[src/jpeg_coding_pkg.sv]
package jpeg_coding_pkg;

    // signed coefficient, valid range -1024 to 1023
    typedef logic signed [15:0] coef_t;

    // position in zig-zag order
    typedef logic [5:0] coef_index_t;

    // magnitude category, 0 to 11
    typedef logic [3:0] category_t;

    // huffman symbol as run nibble over category nibble
    typedef logic [7:0] symbol_t;

    localparam coef_index_t LAST_INDEX = 6'd63;
    localparam symbol_t     SYM_ZRL    = 8'hf0;
    localparam symbol_t     SYM_EOB    = 8'h00;
    localparam logic [5:0]  ZRL_RUN    = 6'd16;

    // amplitude bits with their category, category 0 means a zero value
    typedef struct packed {
        logic [15:0] amplitude;
        category_t   category;
    } coded_coef_t;

    // code length is stored minus one, a code is never empty
    typedef struct packed {
        logic [15:0] code;
        logic [3:0]  len_m1;
    } code_entry_t;

endpackage

[src/huff_bus_pkg.sv]
package huff_bus_pkg;

    // travels beside each coefficient through the pipeline
    typedef struct packed {
        jpeg_coding_pkg::coef_index_t index;
        logic                         valid;
    } stage_tag_t;

    // table load port, table_ac selects the AC table
    typedef struct packed {
        logic                         table_ac;
        logic [7:0]                   addr;
        jpeg_coding_pkg::code_entry_t entry;
    } table_write_t;

    // code in the low bits, amplitude bits above it
    typedef struct packed {
        logic [5:0]  length;
        logic [31:0] bits;
    } out_chunk_t;

endpackage

[src/coefficient_fetch.sv]
`timescale 1ns/10ps

module coefficient_fetch (
    input  logic                         clock,
    input  logic                         nreset,
    input  logic                         start,
    input  logic                         rollback,
    input  jpeg_coding_pkg::coef_index_t resume_index,
    output jpeg_coding_pkg::coef_index_t fetch_addr,
    output huff_bus_pkg::stage_tag_t     tag
);

    import jpeg_coding_pkg::*;

    typedef enum logic {
        FETCH_IDLE,
        FETCH_RUN
    } fetch_state_e;

    fetch_state_e state;
    coef_index_t  index;

    // memory is addressed straight from the counter
    assign fetch_addr = index;

    ////////////////////////////////////////////////////////////////////////////
    // address sequencing
    ////////////////////////////////////////////////////////////////////////////

    always_ff @(posedge clock) begin
        if (nreset) begin
            state <= FETCH_IDLE;
            index <= '0;
            tag   <= '0;
        end else if (rollback) begin
            // the fetch issued this cycle is stale, restart from the run
            // may also wake the fetcher after it went idle at the block end
            state     <= FETCH_RUN;
            index     <= resume_index;
            tag.index <= index;
            tag.valid <= 1'b0;
        end else begin
            tag.index <= index;
            case (state)
                FETCH_IDLE: begin
                    tag.valid <= 1'b0;
                    if (start) begin
                        state <= FETCH_RUN;
                        index <= '0;
                    end
                end
                FETCH_RUN: begin
                    tag.valid <= 1'b1;
                    if (index == LAST_INDEX) begin
                        state <= FETCH_IDLE;
                    end else begin
                        index <= index + 6'd1;
                    end
                end
                default: begin
                    state     <= FETCH_IDLE;
                    tag.valid <= 1'b0;
                end
            endcase
        end
    end

endmodule

[config.mk]
export PLATFORM = sky130hd
export DESIGN_NAME = coefficient_fetch
export DESIGN_NICKNAME = d
export VERILOG_FILES = /design/src/jpeg_coding_pkg.sv /design/src/huff_bus_pkg.sv /design/src/coefficient_fetch.sv
export SDC_FILE = /design/constraint.sdc
export NUM_CORES = 1
export LEC_CHECK = 0
export ABC_AREA = 1
export BUFFER_PORTS_ARGS = -buffer_cell sky130_fd_sc_hd__buf_2
export CORE_UTILIZATION = 35
export DETAILED_ROUTE_END_ITERATION = 10
export GPL_TIMING_DRIVEN = 0
export PLACE_DENSITY = 0.59
export SYNTH_ARGS = -nofsm -noshare
export SYNTH_HDL_FRONTEND = slang
export SYNTH_SLANG_ARGS = --single-unit
[constraint.sdc]
create_clock -name clock -period 3.08 [get_ports clock]
set_clock_uncertainty 0.15 [all_clocks]
set_input_delay 0.616 -clock clock [delete_from_list [all_inputs] [get_ports clock]]
set_output_delay 0.616 -clock clock [all_outputs]
set_load 0.05 [all_outputs]
==> metrics <==
status=finished clean; Worst-Margin Slew=252 ps; FMAX=0.556 GHz; Sink Count=14; Synth area leaders=dfxtp_1 41%, nand2_1 16%, inv_1 11%; # port buffers=21; max cap viols=0; CP endpoint kind=output port; DP HPWL=1030 um; Clock Tree Buf Depth=2; ys async rst share=0%; vias post-DR=between 600 and 700; Antenna Cells=0; die height=46.3 um; Power Dens Cells=493 nW/um^2; GR Overflow Total=0; # nets final=135; most common cell in the synthesized netlist=nand2_1; Die W=46.3 um; Pleak=0.000493 uW; maximum vdd drop=between 300 and 400 uV; share of cells above drive strength 1=27.0%; Syn Nets=109; Routability Congestion=slightly above 0.8; Mapped Cells=98; RSZ-0062 raised after global routing=no; arrival time at the worst endpoint=1030 ps; Setup WS post-layout=~1300 ps; Setup TNS Final=0 ps; Slew Limit Headroom=around 83%; initial core utilization=38.5%; vias in the first global route=500; Vias/cell=4.28; synth warn=0; Tcrit/Tclk final=approximately 58%; Cell Chain, Critical Path=buf_2; Final min period=1800 ps; number of cell rows=15; Synth Flop Type=dfxtp_1; DRT antenna net count=0; critical setup path kind=flip-flop to output port; first-pass GRT wire length=~2100 um; Post-Synthesis Cell Area=687 um^2; Die Area=2140 um^2; Synth top cells by count=29 x nand2_1, 21 x inv_1, 14 x dfxtp_1; Total GRT Usage=14.3%; Worst Path Buf+Inv=1; Hold Crit Class=flip-flop to flip-flop; Synth cell types=16; Max FO, Critical Path=7; initial DRC count=21; DRC viols=0; EDFF count, synth=0; Syn-to-layout area delta=23.1%; drt wl/cell=around 9.4 um; Hold Fails Final Rpt=0; pin count of the biggest net entering global routing=11; CP Launch Type=flip-flop; Placement Setup Slack=1470 ps; I/O Pins=23; Finish-stage setup viols=0; core area=1780 um^2; # fillers=200; CTS buffer count=3; # hold bufs at CTS=0; Clock transition at path regs=approximately 80 ps; WL final=1380 um; initial antenna violation count=0; # H-tree levels=1; Worst path slowest cell=dfxtp_1; worst skew pair latency=~270 ps; FF+latch count, synth=14; Syn Area/Cell=7.01 um^2; CP required=2310 ps; CTS tree=done; CP peak stage delay=450 ps; root buffer selected by CTS=clkbuf_4; kind of cell adding the most delay to the critical path=flip-flops; share of the synthesized area in the top cell type=40.8%; drt pass-1 iters=4; Seq/Total Area, Yosys=40.8%; Slew Limit Fails=0; Post-CTS Setup Bufs=0; Synth area leader=dfxtp_1; cts repair resizes=0
[layer usage]
layer / global-route usage [%] / vias up / routed length, um
met2: 22.2 / 16 / 610
met1: 18.2 / 265 / 681
met4: 3.53 / 0 / 14
li1: - / 346 / -
met3: 5.88 / 2 / 69
met5: 0 / - / 0
[final timing paths]
kind	from	end	slack [ps]	cells after the start
hold reg to reg	fetch_addr[5]$_SDFFE_PP0P_	tag[6]$_SDFF_PP0_	370	2
setup reg to reg	fetch_addr[1]$_SDFFE_PP0P_	fetch_addr[4]$_SDFFE_PP0P_	1640	8
hold / removal	fetch_addr[5]$_SDFFE_PP0P_	tag[6]$_SDFF_PP0_	370	2
setup / recovery	fetch_addr[2]$_SDFFE_PP0P_	fetch_addr[2]	1280	1
[cells in the final DEF (no fill, tap or decap)]
cell and count:
nor3_1 1, ha_1 1, buf_6 1, buf_2 21, inv_1 21, clkbuf_4 3
o21ai_1 1, nand2_1 29, nor2_2 1, dfxtp_1 14, or2_2 1, nor2_1 8
a21oi_1 2, nand3_4 2, nor2_4 2, a22oi_1 1, nand3_1 11, nand2_2 2
[per-stage QoR]
| stage | cells | power, uW | util, % | instance area [um^2] | hold slack (ps) |
|---|---|---|---|---|---|
| 2_1_floorplan | 98 | 295 | - | 687 | 362 |
| 3_5_place_dp | 144 | 323 | 46.2 | 823 | 352 |
| 3_3_place_gp | 144 | 322 | 46.2 | 823 | 355 |
| 5_1_grt | 147 | 443 | 47.4 | 846 | 406 |
| 4_1_cts | 147 | 424 | 47.4 | 846 | 369 |
| 6_report | 147 | 417 | 47.4 | 846 | 365 |
[registers in the layout, indices dropped and copies added, names as in the netlist]
signal / cells
fetch_addr: 6
state: 1
tag: 7
[where the power goes]
part / internal (uW) / switching [uW]
registers: 195 / 11.3
logic: 30.5 / 82.1
clock network: 45.2 / 53.1
total: 270 / 146
[final cells by class]
type,count,area [um^2],area share [%]
inverters,21,78.8,9.32
plain buffers,1,11.3,1.33
clock buffers,3,22.5,2.66
well taps,25,31.3,3.70
repair buffers,21,105,12.4
flip-flops and latches,14,280,33.1
multi-input cells,62,317,37.4
[cell families after synthesis]
logic type	Yosys count	synth area share (%)
compound gates	4	3.28
fa+ha+maj	1	1.82
buf+inv	22	13.1
simple gates	57	41.0
flops	14	40.8
Power figures use the tool's default switching activity.
