### config.mk
export PLATFORM = sky130hd
export DESIGN_NAME = coefficient_coder
export DESIGN_NICKNAME = d
export VERILOG_FILES = /design/src/jpeg_coding_pkg.sv /design/src/huff_bus_pkg.sv /design/src/coefficient_coder.sv
export SDC_FILE = /design/constraint.sdc
export NUM_CORES = 1
export LEC_CHECK = 0
export BUFFER_PORTS_ARGS = -buffer_cell sky130_fd_sc_hd__buf_2
export CORE_ASPECT_RATIO = 1.2
export CORE_MARGIN = 1
export CORE_UTILIZATION = 25
export DETAILED_ROUTE_END_ITERATION = 16
export GPL_TIMING_DRIVEN = 0
export SKIP_LAST_GASP = 1
export SYNTH_ARGS = -nofsm -noshare
export SYNTH_HDL_FRONTEND = slang
export SYNTH_SLANG_ARGS = --single-unit
### constraint.sdc
create_clock -name clock -period 8.52 [get_ports clock]
set_input_delay 1.704 -clock clock [delete_from_list [all_inputs] [get_ports clock]]
set_output_delay 1.704 -clock clock [all_outputs]
set_load 0.01 [all_outputs]
### src/jpeg_coding_pkg.sv
package jpeg_coding_pkg;

    // signed coefficient, valid range -1024 to 1023
    typedef logic signed [15:0] coef_t;

    // position in zig-zag order
    typedef logic [5:0] coef_index_t;

    // magnitude category, 0 to 11
    typedef logic [3:0] category_t;

    // huffman symbol as run nibble over category nibble
    typedef logic [7:0] symbol_t;

    localparam coef_index_t LAST_INDEX = 6'd63;
    localparam symbol_t     SYM_ZRL    = 8'hf0;
    localparam symbol_t     SYM_EOB    = 8'h00;
    localparam logic [5:0]  ZRL_RUN    = 6'd16;

    // amplitude bits with their category, category 0 means a zero value
    typedef struct packed {
        logic [15:0] amplitude;
        category_t   category;
    } coded_coef_t;

    // code length is stored minus one, a code is never empty
    typedef struct packed {
        logic [15:0] code;
        logic [3:0]  len_m1;
    } code_entry_t;

endpackage

### src/huff_bus_pkg.sv
package huff_bus_pkg;

    // travels beside each coefficient through the pipeline
    typedef struct packed {
        jpeg_coding_pkg::coef_index_t index;
        logic                         valid;
    } stage_tag_t;

    // table load port, table_ac selects the AC table
    typedef struct packed {
        logic                         table_ac;
        logic [7:0]                   addr;
        jpeg_coding_pkg::code_entry_t entry;
    } table_write_t;

    // code in the low bits, amplitude bits above it
    typedef struct packed {
        logic [5:0]  length;
        logic [31:0] bits;
    } out_chunk_t;

endpackage

### src/coefficient_coder.sv
`timescale 1ns/10ps

module coefficient_coder (
    input  logic                         clock,
    input  logic                         nreset,
    input  logic                         rollback,
    input  jpeg_coding_pkg::coef_t       coef_data,
    input  huff_bus_pkg::stage_tag_t     tag_in,
    output huff_bus_pkg::stage_tag_t     tag_out,
    output jpeg_coding_pkg::coded_coef_t coded
);

    import jpeg_coding_pkg::*;

    localparam int CATEGORY_MAX = 11;

    coef_t       dc_pred;
    coef_t       value;
    logic [15:0] magnitude;
    logic [15:0] minus_one;
    logic [15:0] mask;
    category_t   category;
    logic        keep;

    // entry survives unless the run-length stage is rolling back
    assign keep = tag_in.valid && !rollback;

    always_comb begin
        // DC is coded as the difference to the previous block
        if (tag_in.index == '0) begin
            value = coef_data - dc_pred;
        end else begin
            value = coef_data;
        end

        magnitude = value[15] ? 16'(-value) : value;
        category  = '0;
        for (int i = 0; i < CATEGORY_MAX; i++) begin
            if (magnitude[i]) begin
                category = category_t'(i + 1);
            end
        end

        // negative values send the low bits of value minus one
        minus_one = value - 16'd1;
        mask      = (16'd1 << category) - 16'd1;
    end

    ////////////////////////////////////////////////////////////////////////////
    // stage 2 register
    ////////////////////////////////////////////////////////////////////////////

    always_ff @(posedge clock) begin
        if (nreset) begin
            tag_out <= '0;
            dc_pred <= '0;
        end else begin
            tag_out.index <= tag_in.index;
            tag_out.valid <= keep;
            if (keep && tag_in.index == '0) begin
                dc_pred <= coef_data;
            end
        end
    end

    always_ff @(posedge clock) begin
        coded.category  <= category;
        coded.amplitude <= value[15] ? (minus_one & mask) : value;
    end

endmodule

==> qor.csv <==
metric;value;unit
Tot GR Track Use;0.1470;
Post-synth EDFFs;0;
CP Cell Sequence;buf_2 > or4_1 > nor2_2 > buf_2 > mux2i_1 > ha_1 > nand2_1 > a211oi_1 > o2111ai_1 > nor2_1 > a31oi_1 > xnor2_1 > a311o_1 > nor2_1 > nand2_1 > ha_1 > nand3_1 > a2111o_1 > o31ai_2 > o31a_1;
synth warn;0;
CP max stage delay;680;ps
commonest non-fill, non-tap cells in the layout;nand2_1, buf_2, dfxtp_1, a21oi_1, nor2_1;
Mapped Area;3366;um2
GP Congestion;0.8761;
NumNets Final;555;
CTS tree;built;
footprint of the multi-input gates;2312;um2
final wirelength;9.721;mm
total grt overflow;0;
initial drt markers;224;
Post-DP Area;3836;um2
Period minus WS final;7023;ps
CP max-delay cell;or4_1;
n_diodes;0;
Most used DFF post-synth;dfxtp_1;
post-synthesis sequential area ratio;0.2558;
Worst Tran Pin Value;936.2;ps
Chip Width;107.9;um
Avg WL per Cell;14.32;um
Pwr Total;549.6;uW
Slew headroom;0.3745;
post-route design area;3999;um2
Setup Buffers After CTS;0;
vias;3506;
RSZ-0062 raised after global routing;false;
cell depth of the worst flop-to-flop path;19;
Detailed Place HPWL;7.789;mm
vias in the first global route;3468;
Synth async-reset ratio;0;
Critical Path Source;tag_in[6];
DR DRC count;0;
Final Slew Violations;0;
# clock sinks;43;
Final Hold Viols;0;
Critical Path RT;8750;ps
root buf cell;clkbuf_16;
Placed Cells;672;
Gate Count Post-Synth;452;
Max Fanout on Critical Path;10;
worst vdd rail ir drop;75.20;uV
global-route wire length before repair;16.36;mm
Final Cycle Share;0.8242;
largest net degree at the start of global routing;14;
Post-CTS Resized;0;
critical path class;in -> reg;
worst r2r dst;coded[18];
Detail Route Antenna Nets;0;
worst skew pair latency;290;ps
via/cell ratio;5.163;
Fin Setup TNS;0;ps
clk_skew;7.712;ps
initial antenna violation count;0;
number of CTS-inserted buffers;5;
Initial Utilization;0.2554;
Synth Net Count;496;
RR Startpoint;dc_pred[0];
min-delay worst type;reg -> reg;
IO Port Bufs;52;
setup violators final;0;
WP data arrival;7250;ps
outcome;completed;
CTS Hold Bufs;0;
worst setup path end;coded[18];
Die Ht;129.1;um
drt pass-1 iters;4;
FILL cells;1407;
std cell rows;46;
clk buf depth;2;
type of origin of the critical path;input port;
final cell count without fillers;679;
clk slew on worst S/H paths;60;ps
core area;13180;um2
Layout area overhead;18.81;%
Ports;53;
die area;13930;um2
LEAKAGE;1.508;nW
FF+latch area;860.8;um2
Synth Area per Inst;7.446;um2
FMAX;0.1424;GHz
R2R Setup Slk;3370;ps
post-layout util;0.3034;
share of cells above drive strength 1;0.1566;
Yosys cell types;69;
Max-cap violations;0;
H-tree lvl count;2;
leading cell type in the layout, fill and taps excluded;nand2_1;
Power Density;137.4;nW/um2
flops & latches, synth;43;
nature of the critical path endpoint;flip-flop;
==> state kept, by name, indices dropped and copies added (netlist names) <==
signal	flops
coded	20
tag_out	7
dc_pred	16
==> per-stage QoR <==
| stage | hold WS (ps) | setup slack (ps) |
|---|---|---|
| after floorplan | 436.3 | 2366 |
| after global placement | 442.7 | 1359 |
| after detailed placement | 446.8 | 1314 |
| after CTS | 455.3 | 1590 |
| after global routing | 468.6 | 1104 |
| final | 453.4 | 1497 |
==> worst max-delay path: cells and delay by family <==
kind | cells | cell delay, ps
and+or+nand+nor | 7 | 1790
muxes | 1 | 340
buffers and inverters | 2 | 420
AOI/OAI and AO/OA | 7 | 1960
xor gates and xnor gates | 1 | 420
adders and majority gates | 2 | 600
==> worst min-delay path by stage <==
stage                     start          end  slack, ps  depth (start not counted)
finish               dc_pred[7]   dc_pred[7]        450                          2
global route         dc_pred[7]   dc_pred[7]        470                          2
CTS                  dc_pred[7]   dc_pred[7]        460                          2
detailed placement   dc_pred[7]   dc_pred[7]        450                          2
global placement     dc_pred[4]   dc_pred[4]        440                          2
floorplan           dc_pred[10]  dc_pred[10]        440                          2
==> power breakdown <==
part	switching, mW	internal [mW]	leakage [nW]
combinational	0.0723	0.0469	1.08
sequential	0.00186	0.210	0.355
clock	0.0815	0.137	0.0759
total	0.156	0.394	1.51
==> cell families after synthesis <==
family | after synthesis | synth area share
compound gates | 154 | 0.3130
xor+xnor | 11 | 0.02863
simple gates | 170 | 0.2502
fa+ha+maj | 18 | 0.06914
buf+inv | 47 | 0.05725
other cells | 1 | 0.001114
flops | 43 | 0.2558
mux | 8 | 0.02491
==> Yosys cell counts (4+ instances only) <==
master    count  share of area
nand2_1      61          0.068
dfxtp_1      43           0.26
a21oi_1      42          0.062
nor2_1       28          0.031
inv_1        25          0.028
o21ai_0      19          0.028
ha_1         17          0.063
nand3_1      17          0.025
clkbuf_1     15          0.017
nor3_1       12          0.018
a21o_1       11          0.025
xnor2_1       9          0.023
o21a_1        8          0.018
a211o_1       7          0.018
a211oi_1      7          0.016
a31oi_1       7          0.013
nor2b_1       7          0.013
o31ai_1       7          0.016
and2_1        6          0.011
and3_1        5         0.0093
buf_2         5         0.0074
mux2i_1       5          0.015
or3_1         5         0.0093
nand4_1       4         0.0074
nor4_1        4         0.0074
o211ai_1      4         0.0089
o21bai_1      4         0.0089
==> final cells by class <==
class | count | share of cell area
tap | 168 | 0.05257
buffer | 21 | 0.02315
timing repair buffer | 52 | 0.06508
sequential | 43 | 0.2153
clock inverter | 2 | 0.009387
inverter | 26 | 0.02503
clock buffer | 5 | 0.03129
multi-input combinational | 362 | 0.5782
==> layer usage <==
layer	vias up	GRT usage	wire, um
li1	1786	-	-
met1	1622	0.1724	4380
met2	79	0.2579	4691
met3	19	0.02314	326
met4	0	0.07494	323
met5	-	0	0
No activity file was read; power rests on OpenSTA's default activity.
