## src/jpeg_coding_pkg.sv

```systemverilog
package jpeg_coding_pkg;

    // signed coefficient, valid range -1024 to 1023
    typedef logic signed [15:0] coef_t;

    // position in zig-zag order
    typedef logic [5:0] coef_index_t;

    // magnitude category, 0 to 11
    typedef logic [3:0] category_t;

    // huffman symbol as run nibble over category nibble
    typedef logic [7:0] symbol_t;

    localparam coef_index_t LAST_INDEX = 6'd63;
    localparam symbol_t     SYM_ZRL    = 8'hf0;
    localparam symbol_t     SYM_EOB    = 8'h00;
    localparam logic [5:0]  ZRL_RUN    = 6'd16;

    // amplitude bits with their category, category 0 means a zero value
    typedef struct packed {
        logic [15:0] amplitude;
        category_t   category;
    } coded_coef_t;

    // code length is stored minus one, a code is never empty
    typedef struct packed {
        logic [15:0] code;
        logic [3:0]  len_m1;
    } code_entry_t;

endpackage

```

## src/huff_bus_pkg.sv

```systemverilog
package huff_bus_pkg;

    // travels beside each coefficient through the pipeline
    typedef struct packed {
        jpeg_coding_pkg::coef_index_t index;
        logic                         valid;
    } stage_tag_t;

    // table load port, table_ac selects the AC table
    typedef struct packed {
        logic                         table_ac;
        logic [7:0]                   addr;
        jpeg_coding_pkg::code_entry_t entry;
    } table_write_t;

    // code in the low bits, amplitude bits above it
    typedef struct packed {
        logic [5:0]  length;
        logic [31:0] bits;
    } out_chunk_t;

endpackage

```

## src/run_length_coder.sv

```systemverilog
`timescale 1ns/10ps

module run_length_coder (
    input  logic                         clock,
    input  logic                         nreset,
    input  huff_bus_pkg::stage_tag_t     tag_in,
    input  jpeg_coding_pkg::coded_coef_t coded_in,
    output logic                         table_ac,
    output jpeg_coding_pkg::symbol_t     table_addr,
    output logic                         rollback,
    output jpeg_coding_pkg::coef_index_t resume_index,
    output huff_bus_pkg::stage_tag_t     tag_out,
    output jpeg_coding_pkg::coded_coef_t coded_out,
    output logic                         emit
);

    import jpeg_coding_pkg::*;

    typedef enum logic [2:0] {
        SEL_DC,
        SEL_RUN,
        SEL_ZRL,
        SEL_EOB,
        SEL_SKIP
    } symbol_sel_e;

    symbol_sel_e sel;
    logic [5:0]  zero_count;
    logic        nonzero;

    ////////////////////////////////////////////////////////////////////////////
    // symbol selection
    ////////////////////////////////////////////////////////////////////////////

    always_comb begin
        nonzero      = coded_in.category != '0;
        // first position after sixteen zeros of the current run
        resume_index = tag_in.index + ZRL_RUN - zero_count;

        if (tag_in.index == '0) begin
            sel = SEL_DC;
        end else if (nonzero && zero_count >= ZRL_RUN) begin
            sel = SEL_ZRL;
        end else if (nonzero) begin
            sel = SEL_RUN;
        end else if (tag_in.index == LAST_INDEX) begin
            sel = SEL_EOB;
        end else begin
            sel = SEL_SKIP;
        end

        // ZRL is sent now and the nonzero coefficient comes round again
        rollback = tag_in.valid && sel == SEL_ZRL;
        table_ac = sel != SEL_DC;

        case (sel)
            SEL_DC:  table_addr = {4'h0, coded_in.category};
            SEL_ZRL: table_addr = SYM_ZRL;
            SEL_EOB: table_addr = SYM_EOB;
            default: table_addr = {zero_count[3:0], coded_in.category};
        endcase
    end

    ////////////////////////////////////////////////////////////////////////////
    // run counter and stage 3 register
    ////////////////////////////////////////////////////////////////////////////

    always_ff @(posedge clock) begin
        if (nreset) begin
            zero_count <= '0;
            emit       <= 1'b0;
            tag_out    <= '0;
        end else begin
            emit          <= tag_in.valid && sel != SEL_SKIP;
            tag_out.valid <= tag_in.valid;
            // a ZRL stands for the zeros up to the one before the resume point
            tag_out.index <= (sel == SEL_ZRL) ? resume_index - 6'd1 : tag_in.index;
            if (tag_in.valid) begin
                if (sel == SEL_SKIP || sel == SEL_EOB) begin
                    zero_count <= zero_count + 6'd1;
                end else begin
                    zero_count <= '0;
                end
            end
        end
    end

    // ZRL and EOB carry no amplitude bits
    always_ff @(posedge clock) begin
        if (sel == SEL_ZRL || sel == SEL_EOB) begin
            coded_out <= '0;
        end else begin
            coded_out <= coded_in;
        end
    end

endmodule

```

## config.mk

```make
export PLATFORM = sky130hd
export DESIGN_NAME = run_length_coder
export DESIGN_NICKNAME = d
export VERILOG_FILES = /design/src/jpeg_coding_pkg.sv /design/src/huff_bus_pkg.sv /design/src/run_length_coder.sv
export SDC_FILE = /design/constraint.sdc
export NUM_CORES = 1
export LEC_CHECK = 0
export ABC_CLOCK_PERIOD_IN_PS = 6000
export BUFFER_PORTS_ARGS = -buffer_cell sky130_fd_sc_hd__buf_2
export CAP_MARGIN = 15
export CELL_PAD_IN_SITES_DETAIL_PLACEMENT = 0
export CELL_PAD_IN_SITES_GLOBAL_PLACEMENT = 1
export CORE_MARGIN = 2
export CORE_UTILIZATION = 36
export CTS_CLUSTER_DIAMETER = 60
export DETAILED_ROUTE_END_ITERATION = 8
export PLACE_DENSITY_LB_ADDON = 0.25
export SYNTH_ARGS = -nofsm -noshare
export SYNTH_HDL_FRONTEND = slang
export SYNTH_SLANG_ARGS = --single-unit
```

## constraint.sdc

```tcl
create_clock -name clock -period 6 [get_ports clock]
set_clock_uncertainty 0.2 [all_clocks]
set_input_delay 0.3 -clock clock [delete_from_list [all_inputs] [get_ports clock]]
set_output_delay 0.3 -clock clock [all_outputs]
set_load 0.02 [all_outputs]
```

==> results.py <==
metrics = {
    "run_status": {
        "outcome": "complete, no violations",
    },
    "clocking": {
        "cts_max_level": 2,
        "clock_latency_ns": 0.28,
        "cts_buffers": 5,
        "cts_tree": "done",
        "cts_root_buf": "clkbuf_8",
        "clk_pin_slew_ns": 0.07,
        "clock_sinks": 34,
        "clockBufferDepth": 2,
    },
    "critical_path": {
        "rr_worst_depth": 8,
        "regToRegEndpoint": "tag_out[6]",
        "cpPeakStageDelay_ns": 0.40,
        "path_class": "reg -> out",
        "critical_path_arrival_ns": 2.39,
        "crit_slowest_cell": "fa_1",
        "worstSetupStartpoint": "zero_count[1]",
        "cp-start-kind": "register",
        "cp-end-kind": "output port",
        "cp_max_fo": 4,
        "r2r_start": "zero_count[1]",
        "crit_top_cell": "ha_1",
        "critical_path.endpoint": "resume_index[5]",
        "worstPathCellList": "inv_1 > ha_1 > ha_1 > fa_1 > a21o_1 > a21oi_1 > xnor2_1 > buf_2",
        "critical_path_required_ns": 5.50,
        "r2r_setup_slack_ns": 3.34,
    },
    "route": {
        "dr.max_layer_used": "met4",
        "dr.first_iter.drc_count": 42,
        "vias": 1305,
        "wl_met3_um": 311,
        "wl_met2_mm": 1.48,
        "viasPerCell": 4.58,
        "wl_met1_mm": 1.61,
        "routed_wl_mm": 3.42,
        "wl_per_cell_um": 12.0,
        "ant_nets": 0,
        "drc": 0,
        "firstDrtPassIters": 4,
    },
    "synth": {
        "ys_seq_area_share_pct": 43.4,
        "synth-edff-count": 0,
        "yosys-top-cells-area": "dfxtp_1 (43%), and2_1 (10%), ha_1 (8.8%)",
        "synth_top_cell_by_area": "dfxtp_1",
        "synth.distinct_cells": 32,
        "avgSynthCellArea_um2": 9.86,
        "yosysWarnings": 0,
        "syn_inst": 159,
        "ys.flop_type": "dfxtp_1",
        "synth-seq-cells": 34,
        "synth.top_cells.by_count": "dfxtp_1 (34), and2_1 (25), nor2_1 (18), inv_1 (12), ha_1 (11)",
        "yosysTopAreaCellShare_pct": 43.4,
        "async_flop_share_pct": 0,
        "synth.most_common_cell": "dfxtp_1",
        "syn_area_mm2": 0.00157,
        "synth_nets": 200,
    },
    "timing": {
        "setup_tns_ns": 0,
        "timing.hold.ws_ns": 0.0151,
        "slew_violations": 0,
        "rsz0062_at_grt": "false",
        "finalHoldViolCount": 0,
        "setup_viol": 0,
        "finalCritPeriodShare_pct": 48.2,
        "max-slew-margin-rel_pct": 65.0,
        "period_needed_ns": 2.89,
        "fmax_mhz": 346,
        "worstMarginPinSlew_ns": 0.522,
    },
    "floorplan": {
        "dieHeight_um": 70.0,
        "die_w_um": 70.0,
        "die_area_mm2": 0.00490,
        "start_util_pct": 38.4,
        "ios": 73,
        "num_rows": 23,
        "coreArea_mm2": 0.00409,
    },
    "flow_run": {
        "maxCapViolCount": 0,
    },
    "placed_design": {
        "portBuffers": 72,
        "hpwlAfterDp_mm": 2.67,
        "routabilityCongestion": 0.778,
    },
    "pwr": {
        "p_leak_nw": 1.00,
        "powerDensity_mw_per_mm2": 283,
        "ir_drop_mv": 0.104,
    },
    "final_layout": {
        "syn_to_final_growth_pct": 32.8,
        "layout-drive-gt1-share_pct": 37.0,
        "n_antenna_cell": 0,
        "final_nets": 275,
    },
    "grt": {
        "gr-usage-all-layers_pct": 14.1,
        "overflow": 0,
        "grt_pass1_wl_mm": 5.56,
        "grt_max_degree": 25,
        "grt_antenna_before_repair": 0,
        "grt_pass1_vias": 1189,
    },
    "min_path": {
        "holdCritPathClass": "in -> reg",
    },
}
metrics by stage:
stage	instances	total power, mW	utilization, %	worst slack [ns]	area (um2)
final	285	0.589	50.9	3.11	2080
after global routing	285	0.617	50.9	2.95	2080
after CTS	284	0.596	50.7	3.08	2070
after detailed placement	276	0.344	47.3	3.36	1930
after global placement	276	0.345	47.3	3.39	1930
after floorplan	159	0.309	-	3.38	1570
worst max-delay path, delay by kind of cell, from the launching register on:
family          cells  cell delay (ns)
flops               1             0.37
compound gates      2             0.36
fa+ha+maj           3             0.90
xor+xnor            1             0.18
buf+inv             2             0.31
layer usage:
metal	vias up	GRT usage [%]
met5	-	0
met4	0	3.85
met3	2	5.92
met2	57	20.6
met1	577	19.1
li1	669	-
worst min-delay path by stage:
stage                             start       endpoint  slack (ns)  cells past startpoint
final                      coded_in[12]  coded_out[12]        0.02                      2
after global routing        coded_in[6]   coded_out[6]       0.003                      2
after CTS                  coded_in[12]  coded_out[12]       0.007                      2
after detailed placement  zero_count[1]  zero_count[1]        0.29                      2
after global placement    zero_count[1]  zero_count[1]        0.29                      2
after floorplan             coded_in[0]   coded_out[0]        0.22                      1
placed cells by master (no fill, tap or decap), types with 2 or more instances in the layout:
| master | instances |
|---|---|
| a21oi_1 | 4 |
| nand4_1 | 3 |
| dfxtp_1 | 34 |
| xor2_1 | 3 |
| nand2_1 | 4 |
| inv_1 | 12 |
| nor2_1 | 18 |
| clkbuf_8 | 5 |
| nor3_1 | 2 |
| mux2i_1 | 2 |
| ha_1 | 11 |
| a211oi_1 | 3 |
| a21o_1 | 3 |
| bufinv_16 | 2 |
| and2_1 | 25 |
| xnor2_1 | 9 |
| or3_1 | 2 |
| a21oi_2 | 2 |
| buf_2 | 72 |
| o31ai_1 | 3 |
report_power, final:
group	internal (mW)	switching (mW)
Clock	0.166	0.0841
Combinational	0.0398	0.0593
Sequential	0.237	0.00242
state kept, by name, indices dropped and copies added (netlist names):
name        count
zero_count      6
tag_out         7
coded_out      20
emit            1
cell type report:
cell class	instances	area, um2
fill	410	2000
multi-input combinational	108	786
sequential	34	681
timing repair buffer	73	370
clock buffer	5	68.8
clock inverter	3	68.8
tap	50	62.6
inverter	12	45.0
cells by family (layout without fill, tap and decap cells):
group / Yosys count / in the layout / share of synthesized area, %
AND/OR/NAND/NOR: 63 / 63 / 23.4
flip-flops: 34 / 34 / 43.4
AO/OA/AOI/OAI: 19 / 19 / 8.70
buffers and inverters: 17 / 93 / 6.46
adder cells (fa/ha/maj): 12 / 12 / 10.1
XOR/XNOR: 12 / 12 / 6.70
multiplexers: 2 / 2 / 1.28
repair_timing:
item | in CTS | in global routing
hold buffers | 0 | 1
resized for setup | 0 | 0
setup buffers | 0 | 0
hold endpoints to repair | 0 | 1
No activity file was read; power rests on OpenSTA's default activity.
