### src/jpeg_coding_pkg.sv
package jpeg_coding_pkg;

    // signed coefficient, valid range -1024 to 1023
    typedef logic signed [15:0] coef_t;

    // position in zig-zag order
    typedef logic [5:0] coef_index_t;

    // magnitude category, 0 to 11
    typedef logic [3:0] category_t;

    // huffman symbol as run nibble over category nibble
    typedef logic [7:0] symbol_t;

    localparam coef_index_t LAST_INDEX = 6'd63;
    localparam symbol_t     SYM_ZRL    = 8'hf0;
    localparam symbol_t     SYM_EOB    = 8'h00;
    localparam logic [5:0]  ZRL_RUN    = 6'd16;

    // amplitude bits with their category, category 0 means a zero value
    typedef struct packed {
        logic [15:0] amplitude;
        category_t   category;
    } coded_coef_t;

    // code length is stored minus one, a code is never empty
    typedef struct packed {
        logic [15:0] code;
        logic [3:0]  len_m1;
    } code_entry_t;

endpackage

### src/huff_bus_pkg.sv
package huff_bus_pkg;

    // travels beside each coefficient through the pipeline
    typedef struct packed {
        jpeg_coding_pkg::coef_index_t index;
        logic                         valid;
    } stage_tag_t;

    // table load port, table_ac selects the AC table
    typedef struct packed {
        logic                         table_ac;
        logic [7:0]                   addr;
        jpeg_coding_pkg::code_entry_t entry;
    } table_write_t;

    // code in the low bits, amplitude bits above it
    typedef struct packed {
        logic [5:0]  length;
        logic [31:0] bits;
    } out_chunk_t;

endpackage

### src/symbol_packer.sv
`timescale 1ns/10ps

module symbol_packer (
    input  logic                         clock,
    input  logic                         nreset,
    input  logic                         emit,
    input  huff_bus_pkg::stage_tag_t     tag,
    input  jpeg_coding_pkg::coded_coef_t coded,
    input  jpeg_coding_pkg::code_entry_t entry,
    output logic                         out_valid,
    output huff_bus_pkg::out_chunk_t     out_chunk,
    output logic                         block_done
);

    import jpeg_coding_pkg::*;

    logic [4:0]  code_len;
    logic [31:0] code_mask;
    logic [31:0] chunk_bits;
    logic [5:0]  chunk_len;

    always_comb begin
        code_len  = {1'b0, entry.len_m1} + 5'd1;
        code_mask = (32'd1 << code_len) - 32'd1;

        // huffman code at the bottom, amplitude bits right above it
        chunk_bits = ({16'h0, entry.code} & code_mask)
                   | ({16'h0, coded.amplitude} << code_len);
        chunk_len  = {1'b0, code_len} + {2'b00, coded.category};
    end

    ////////////////////////////////////////////////////////////////////////////
    // output register
    ////////////////////////////////////////////////////////////////////////////

    always_ff @(posedge clock) begin
        if (nreset) begin
            out_valid  <= 1'b0;
            block_done <= 1'b0;
        end else begin
            out_valid  <= emit;
            // last position is only ever tagged on the final symbol
            block_done <= emit && tag.valid && tag.index == LAST_INDEX;
        end
    end

    always_ff @(posedge clock) begin
        if (emit) begin
            out_chunk.length <= chunk_len;
            out_chunk.bits   <= chunk_bits;
        end
    end

endmodule

### config.mk
export PLATFORM = sky130hd
export DESIGN_NAME = symbol_packer
export DESIGN_NICKNAME = d
export VERILOG_FILES = /design/src/jpeg_coding_pkg.sv /design/src/huff_bus_pkg.sv /design/src/symbol_packer.sv
export SDC_FILE = /design/constraint.sdc
export NUM_CORES = 1
export LEC_CHECK = 0
export BUFFER_PORTS_ARGS = -buffer_cell sky130_fd_sc_hd__buf_4
export CORE_MARGIN = 4
export CORE_UTILIZATION = 48
export DETAILED_ROUTE_END_ITERATION = 12
export PLACE_DENSITY = 0.77
export SLEW_MARGIN = 30
export SYNTH_ARGS = -nofsm -noshare
export SYNTH_HDL_FRONTEND = slang
export SYNTH_SLANG_ARGS = --single-unit
### constraint.sdc
create_clock -name clock -period 2.8 [get_ports clock]
set_input_delay 0.14 -clock clock [delete_from_list [all_inputs] [get_ports clock]]
set_output_delay 0.14 -clock clock [all_outputs]
set_load 0.01 [all_outputs]
==> flow_summary.yaml, run 1 <==
routing:
  wl_per_cell_um: 19.94
  first_pass_iters: 5
  drc: 0
  drt_iter0_drc: 299
  ant_nets: 0
  viasPerCell: 6.368
  num_vias: 2974
  wl_um: 9314
run_status:
  outcome: "completed"
clock_network:
  htree_levels: 2
  post_cts_buffers: 0
  cts_hold_buffers: 0
  clk_pin_slew_ns: 0.08
  numCtsBuffers: 5
  cts_sinks: 40
  cts-resized-gates: 0
  ctsRootBufferMaster: "clkbuf_8"
  clock_path_buffers: 2
  tritoncts: "done"
global_routing:
  grt_use_total: 0.2240
  gr-total-overflow: 0
  met2_usage: 0.3552
  met3_usage: 0.03833
  grt_max_degree: 41
  grt_most_used_layer: "met2"
  grt_pass1_vias: 2800
  antenna_found_initial: 0
  grt_pass1_wl_um: 14760
  met1_usage: 0.3064
final_layout:
  nNetsFinal: 448
  layout_commonest_cell: "buf_4"
  final_util: 0.6319
  layout.cells.most_common_list: "105 x buf_4, 38 x edfxtp_1, 30 x nand2_1"
  antenna_cells: 0
  multi_input_comb_area_um2: 1908
  seq_area_um2: 1181
  drive_gt1_frac: 0.3769
  syn_to_final_growth_pct: 25.19
  final.fill_count: 562
  fin_area_um2: 4104
power:
  leakagePower_nw: 1.641
  powerDensity_nw_per_um2: 483.7
  ir_worst_vdd_mv: 0.2269
  power_mw: 1.985
synth:
  ys_dominant_reg_cell: "edfxtp_1"
  syn-cell-area_um2: 3278
  ys_warn_count: 0
  synth.distinct_cells: 68
  synth_edf_count: 38
  ys_seq_elements: 40
  async_flop_share: 0
  avgSynthCellArea_um2: 10.89
  synthCells: 301
  synth-seq-area-share: 0.3603
  syn_nets: 360
hold_path:
  hold_depth: 2
  hold_end: "out_valid"
  hold_path.class: "in2reg"
  hold_start: "nreset"
sta:
  final.period_utilization: 0.8114
  finalSetupViolCount: 0
  fmax_ghz: 0.4402
  drv_slew: 0
  hold_viol_final: 0
  tns_ns: 0
  worst_pin_slew_ns: 0.6492
  finalCriticalPeriod_ns: 2.272
  relSlewSlack: 0.5672
  rsz0062_at_grt: "false"
flow_run:
  drv_cap: 0
placement:
  portBuffers: 89
  place_congestion: 0.9372
  place_hpwl_um: 7231
  placed_cell_area_um2: 3993
worst_setup_path:
  critPathArrivalTime_ns: 2.40
  end_kind: "flip-flop"
  cp.required_ns: 2.93
  path_class: "in2reg"
  worstPathMaxFanout: 8
  cp-start-kind: "input pin"
die:
  initial_core_util: 0.5047
  die_w_um: 90.64
  ioPinCount: 90
  fp-row-count: 29
  design.core.area_um2: 6495
  die_height_um: 90.64
  die_area_um2: 8216
[cell type report]
type                       instances  area share
multi-input combinational        232      0.4649
sequential                        40      0.2878
timing repair buffer             105      0.1921
clock inverter                     3     0.01037
inverter                           5    0.004573
clock buffer                       5     0.01677
tap                               77     0.02348
[cell usage after synthesis, drive strengths merged, types with 3 or more instances]
cell type,number,area (um^2)
a22o,5,43.79
xnor2,9,86.34
maj3,3,30.03
o2111ai,5,43.79
nand4,3,18.77
and2,3,18.77
o221ai,6,52.55
o21a,3,22.52
nor3b,3,22.52
nand3,14,75.07
mux2,7,78.82
and3b,3,26.28
nor3,3,15.01
o211ai,5,37.54
o22ai,8,50.05
nor2,20,75.07
buf,16,115.1
nand2,30,112.6
inv,5,18.77
clkbuf,7,30.03
o2bb2ai,3,26.28
o21ai,13,65.06
and3,3,23.77
o32ai,5,58.81
mux4,13,292.8
xor2,4,53.81
edfxtp,38,1141
ha,8,100.1
a21oi,9,45.04
a22oi,3,22.52
mux2i,13,133.9
[through the flow]
step	setup WS (ns)	cells	hold WS, ns
final	0.5282	467	0.005773
after global routing	0.4099	467	0.005549
after CTS	0.5705	467	0.003714
after detailed placement	0.2661	459	0.3117
after global placement	0.3073	459	0.3071
after floorplan	0.02100	301	0.2116
[worst max-delay path by stage]
stage / start / end / slack (ns) / depth (start not counted)
after detailed placement: entry[1] / out_chunk[6] / 0.27 / 9
after global routing: entry[1] / out_chunk[10] / 0.41 / 10
after global placement: entry[0] / out_chunk[36] / 0.31 / 8
final: entry[1] / out_chunk[6] / 0.53 / 9
after floorplan: entry[0] / out_chunk[22] / 0.02 / 11
after CTS: entry[1] / out_chunk[6] / 0.57 / 9
[critical path, stage by stage]
cell and delay [ns]:
buf_4 0.13, ha_1 0.45, xnor2_2 0.18, nand3_1 0.19, or2_2 0.33, ha_1 0.27, o31ai_1 0.14, mux2_1 0.36
o211ai_1 0.21
[registers in the layout, summed over array words and instances, names as in the netlist]
signal      flops
block_done      1
out_chunk      38
out_valid       1
[logic make-up after synthesis]
| group | synth area share |
|---|---|
| muxes | 0.1542 |
| adders and majority gates | 0.04580 |
| AOI/OAI and AO/OA | 0.1924 |
| xor gates and xnor gates | 0.04275 |
| DFF | 0.3603 |
| buffers and inverters | 0.05992 |
| and+or+nand+nor | 0.1447 |
[routing by layer]
layer,vias up,part of all wire
li1,1363,-
met4,0,0.027
met3,26,0.088
met5,-,0
met1,1388,0.41
met2,197,0.47
[report_power, final]
part,total (mW),internal (mW),switching [mW]
clock,0.472,0.264,0.208
sequential,0.770,0.751,0.0196
combinational,0.743,0.347,0.396
total,1.99,1.36,0.623
Power figures use the tool's default switching activity.
==> inputs of run 2 (changes only) <==
- ABC_AREA: not set -> 1
- PLACE_DENSITY: 0.77 -> 0.78
- clock period: 2.8 -> 1.95 ns (I/O delays scaled with it)
==> flow_summary.yaml, run 2 <==
placement:
  place_inst: 623
  place_hpwl_um: 7468
  place_congestion: 0.9471
  portBuffers: 89
  preCtsSetupSlack_ns: -0.1543
final_layout:
  fin_cells: 632
  final.fill_count: 586
  largest-register: "out_chunk"
  final_util: 0.6654
  largest_reg_flops: 38
  layout.cells.most_common_list: "147 x nand2_1, 126 x buf_4, 56 x nand3_1"
  seq_area_um2: 1181
  multi_input_comb_area_um2: 1754
  syn_to_final_growth_pct: 34.49
  drive_gt1_frac: 0.2883
  antenna_cells: 0
  top_regs: "out_chunk x38, block_done x1, out_valid x1"
  layout_commonest_cell: "nand2_1"
  nNetsFinal: 613
die:
  ioPinCount: 90
  die_w_um: 88.91
  design.core.area_um2: 6350
  initial_core_util: 0.4948
  fp-row-count: 29
  die_height_um: 88.91
  die_area_um2: 7904
routing:
  viasPerCell: 5.418
  ant_nets: 0
  drc: 0
  first_pass_iters: 5
  drt_iter0_drc: 232
  wl_per_cell_um: 14.38
  num_vias: 3424
  wl_um: 9086
sta:
  rsz0062_at_grt: "false"
  finalSetupViolCount: 0
  drv_slew: 0
  hold_viol_final: 0
  finalCriticalPeriod_ns: 1.787
  fmax_ghz: 0.5597
  setup_slack_ns: 0.1632
  worst_pin_slew_ns: 0.4914
  relSlewSlack: 0.6724
  final.period_utilization: 0.9163
flow_run:
  drv_cap: 0
synth:
  async_flop_share: 0
  syn-cell-area_um2: 3142
  synthTopCellsByArea: "edfxtp_1 36%, nand2_1 18%, nand3_1 8.9%"
  avgSynthCellArea_um2: 7.157
  ys_seq_elements: 40
  synth-seq-area-share: 0.3759
  synth_top_area_share: 0.3632
  synth_edf_count: 38
  synthCells: 439
  ys_dominant_reg_cell: "edfxtp_1"
  synth_top_area_cell: "edfxtp_1"
  ys_warn_count: 0
  syn_nets: 498
  synthTopCellsByCount: "147 x nand2_1, 56 x nand3_1, 38 x edfxtp_1, 38 x o21ai_0, 30 x inv_1"
  synth_most_common_cell: "nand2_1"
  synth.distinct_cells: 37
clock_network:
  cts_sinks: 40
  tritoncts: "done"
  ctsRootBufferMaster: "clkbuf_8"
  clk_pin_slew_ns: 0.08
  numCtsBuffers: 5
  post_cts_buffers: 0
  htree_levels: 2
  clock_path_buffers: 2
power:
  powerDensity_nw_per_um2: 637.5
  leakagePower_nw: 2.072
  ir_worst_vdd_mv: 0.5457
global_routing:
  grt_max_degree: 40
  grt_use_total: 0.2282
  grt_pass1_vias: 2963
  antenna_found_initial: 0
  grt_pass1_wl_um: 13880
  gr-total-overflow: 0
worst_setup_path:
  end_kind: "flip-flop"
  worstPathMaxFanout: 7
  startpoint: "entry[0]"
  path_class: "in2reg"
  cp.required_ns: 1.99
  critPathArrivalTime_ns: 1.83
  cp-start-kind: "input pin"
hold_path:
  hold_start: "tag[4]"
  hold_path.class: "in2reg"
run_status:
  outcome: "completed"
## run 2: cell count changes in the layout (fill, tap and decap cells not counted), sizes merged, moves of 12 or more
| cell | delta |
|---|---|
| inv | +28 |
| buf | +22 |
| nand3 | +46 |
| o21ai | +35 |
| mux2i | -12 |
| nand2 | +123 |
| mux4 | -13 |
## run 2: area by class of cell
class                   instances  area share
repair buffers                128      0.2310
clock buffers                   7     0.02043
inverters                      33     0.02932
clock inverters                 1    0.001777
multi-input cells             346      0.4152
well taps                      77     0.02280
flip-flops and latches         40      0.2795
## run 2: logic make-up after synthesis
group / share of synthesized area
AOI/OAI and AO/OA: 0.1322
xor gates and xnor gates: 0.01115
adders and majority gates: 0.03823
buffers and inverters: 0.07288
DFF: 0.3759
muxes: 0.003186
and+or+nand+nor: 0.3664
## run 2: worst max-delay path, cell delays in order
cell,delay (ns)
buf_4,0.12
buf_4,0.14
ha_1,0.24
inv_1,0.09
nand2_1,0.06
nand2_2,0.12
nor2_1,0.08
nand2_1,0.11
ha_1,0.23
nand3_4,0.12
nor2_4,0.17
nand3_1,0.11
nand3_1,0.10
nand2_1,0.05
## run 2: path summary, 6_finish.rpt
check	endpoint	slack, ns	cells past startpoint
worst max-delay path	out_chunk[10]	0.16	14
worst min-delay path	block_done	0.05	3
## run 2: metal layers
layer / up-vias / GRT usage / share of wire
li1: 1722 / - / -
met4: 0 / 0.06731 / 0.014
met1: 1546 / 0.3037 / 0.41
met2: 144 / 0.3812 / 0.49
met3: 12 / 0.03871 / 0.083
met5: - / 0 / 0
## run 2: report_power, final
| part | switching [mW] | internal (mW) |
|---|---|---|
| logic | 0.568 | 0.447 |
| clock network | 0.290 | 0.288 |
| registers | 0.0309 | 1.07 |
| total | 0.889 | 1.81 |
## run 2: timing repair
item | 4_1_cts | 5_1_grt
resized for setup | 0 | 2
setup endpoints to repair | 0 | 2
hold buffers | 1 | 0
endpoints found under the hold margin | 2 | 0
## run 2: metrics by stage
stage	area, um^2	hold slack [ns]	TNS, ns	power (mW)
4_1_cts	4215	0.04733	0	2.699
3_5_place_dp	4111	0.2760	-0.9004	2.128
2_1_floorplan	3158	0.1699	0	1.661
6_report	4225	0.05155	0	2.694
5_1_grt	4225	0.04751	0	2.848
3_3_place_gp	4111	0.2647	-0.2729	2.100
==> inputs of run 3 (changes only) <==
- PLACE_DENSITY: 0.78 -> 0.8
==> flow_summary.yaml, run 3 (same netlist as run 2, synthesis figures left out) <==
global_routing:
  gr-total-overflow: 0
  grt_pass1_vias: 3089
  antenna_found_initial: 1
  grt_use_total: 0.2395
  grt_max_degree: 40
  grt_pass1_wl_um: 14660
sta:
  holdWs_ns: 0.05734
  fmax_ghz: 0.5858
  relSlewSlack: 0.6586
  finalCriticalPeriod_ns: 1.707
  drv_slew: 0
  final.period_utilization: 0.8755
  hold_viol_final: 0
  rsz0062_at_grt: "false"
  tns_ns: 0
  worst_pin_slew_ns: 0.5121
  finalSetupViolCount: 0
final_layout:
  top_regs: "out_chunk x38, block_done x1, out_valid x1"
  syn_to_final_growth_pct: 35.56
  drive_gt1_frac: 0.2921
  fin_cells: 635
  antenna_cells: 0
  layout_commonest_cell: "nand2_1"
  largest-register: "out_chunk"
  largest_reg_flops: 38
  nNetsFinal: 616
  fin_area_um2: 4259
  layout.cells.most_common_list: "147 x nand2_1, 129 x buf_4, 56 x nand3_1"
routing:
  drc: 0
  first_pass_iters: 5
  wl_um: 9358
  ant_nets: 0
  wl_per_cell_um: 14.74
  viasPerCell: 5.444
  drt_iter0_drc: 292
  num_vias: 3457
worst_setup_path:
  cp.required_ns: 2.01
  worstPathMaxFanout: 7
  path_class: "in2reg"
  cp-start-kind: "input pin"
  crit_family: "simple AND/OR/NAND/NOR gates"
  max_stage_delay_ns: 0.24
  critPathArrivalTime_ns: 1.77
  path_buf_inv: 2
  end_kind: "flip-flop"
  cp_cell_sequence: "buf_4 > ha_1 > inv_1 > nand2_1 > nand2_2 > nor2_1 > nand2_2 > ha_1 > nand3_2 > nor2_4 > nand3_1 > nand3_1 > nand2_1"
  critPathSlowestCell: "ha_1"
die:
  die_w_um: 88.91
  die_area_um2: 7904
  die_height_um: 88.91
  ioPinCount: 90
  design.core.area_um2: 6350
  fp-row-count: 29
  initial_core_util: 0.4948
placement:
  portBuffers: 89
  place_congestion: 0.9044
  place_inst: 626
  placed_cell_area_um2: 4134
  place_hpwl_um: 7559
clock_network:
  clock_path_buffers: 2
  ctsRootBufferMaster: "clkbuf_8"
  tritoncts: "done"
  cts_sinks: 40
  clk_pin_slew_ns: 0.09
  htree_levels: 2
  numCtsBuffers: 5
  cts-resized-gates: 0
run_status:
  outcome: "completed"
power:
  leakagePower_nw: 2.094
  ir_worst_vdd_mv: 0.5132
  powerDensity_nw_per_um2: 666.5
flow_run:
  drv_cap: 0
hold_path:
  hold_path.class: "in2reg"
[run 3: path summary, 6_finish.rpt]
check,from,to,slack [ns],depth (start not counted)
worst max-delay path,entry[0],out_chunk[14],0.24,13
worst min-delay path,tag[0],block_done,0.06,3
[run 3: layout make-up]
| cell class | instances | area, um^2 |
|---|---|---|
| fillers | 559 | 2091 |
| multi-input cells | 346 | 1744 |
| flip-flops and latches | 40 | 1181 |
| repair buffers | 131 | 998.5 |
| inverters | 33 | 123.9 |
| well taps | 77 | 96.34 |
| clock buffers | 5 | 68.82 |
| clock inverters | 3 | 46.29 |
[run 3: power breakdown]
part	switching [mW]	internal, mW
clock network	0.332	0.386
registers	0.0340	1.07
logic	0.570	0.446
total	0.936	1.90
[run 3: what timing repair did]
| item | in CTS | in global routing |
|---|---|---|
| setup buffers | 0 | 0 |
| hold buffers | 1 | 0 |
| endpoints found under the hold margin | 2 | 0 |
[run 3: per-stage QoR]
step	worst slack, ns	total power [mW]	utilization
CTS	0.2596	2.844	0.6707
detailed placement	-0.07144	2.133	0.6510
finish	0.2429	2.839	0.6707
global placement	-0.04410	2.108	0.6510
global route	0.1153	3.001	0.6707
floorplan	0.05975	1.661	-
[run 3: routing by layer]
metal	GRT usage	part of all wire	wire [um]	vias up
met4	0.07143	0.019	178	2
met3	0.02488	0.084	789	21
li1	-	-	-	1720
met2	0.3995	0.47	4436	154
met5	0	0.00075	7	-
met1	0.3289	0.42	3946	1560
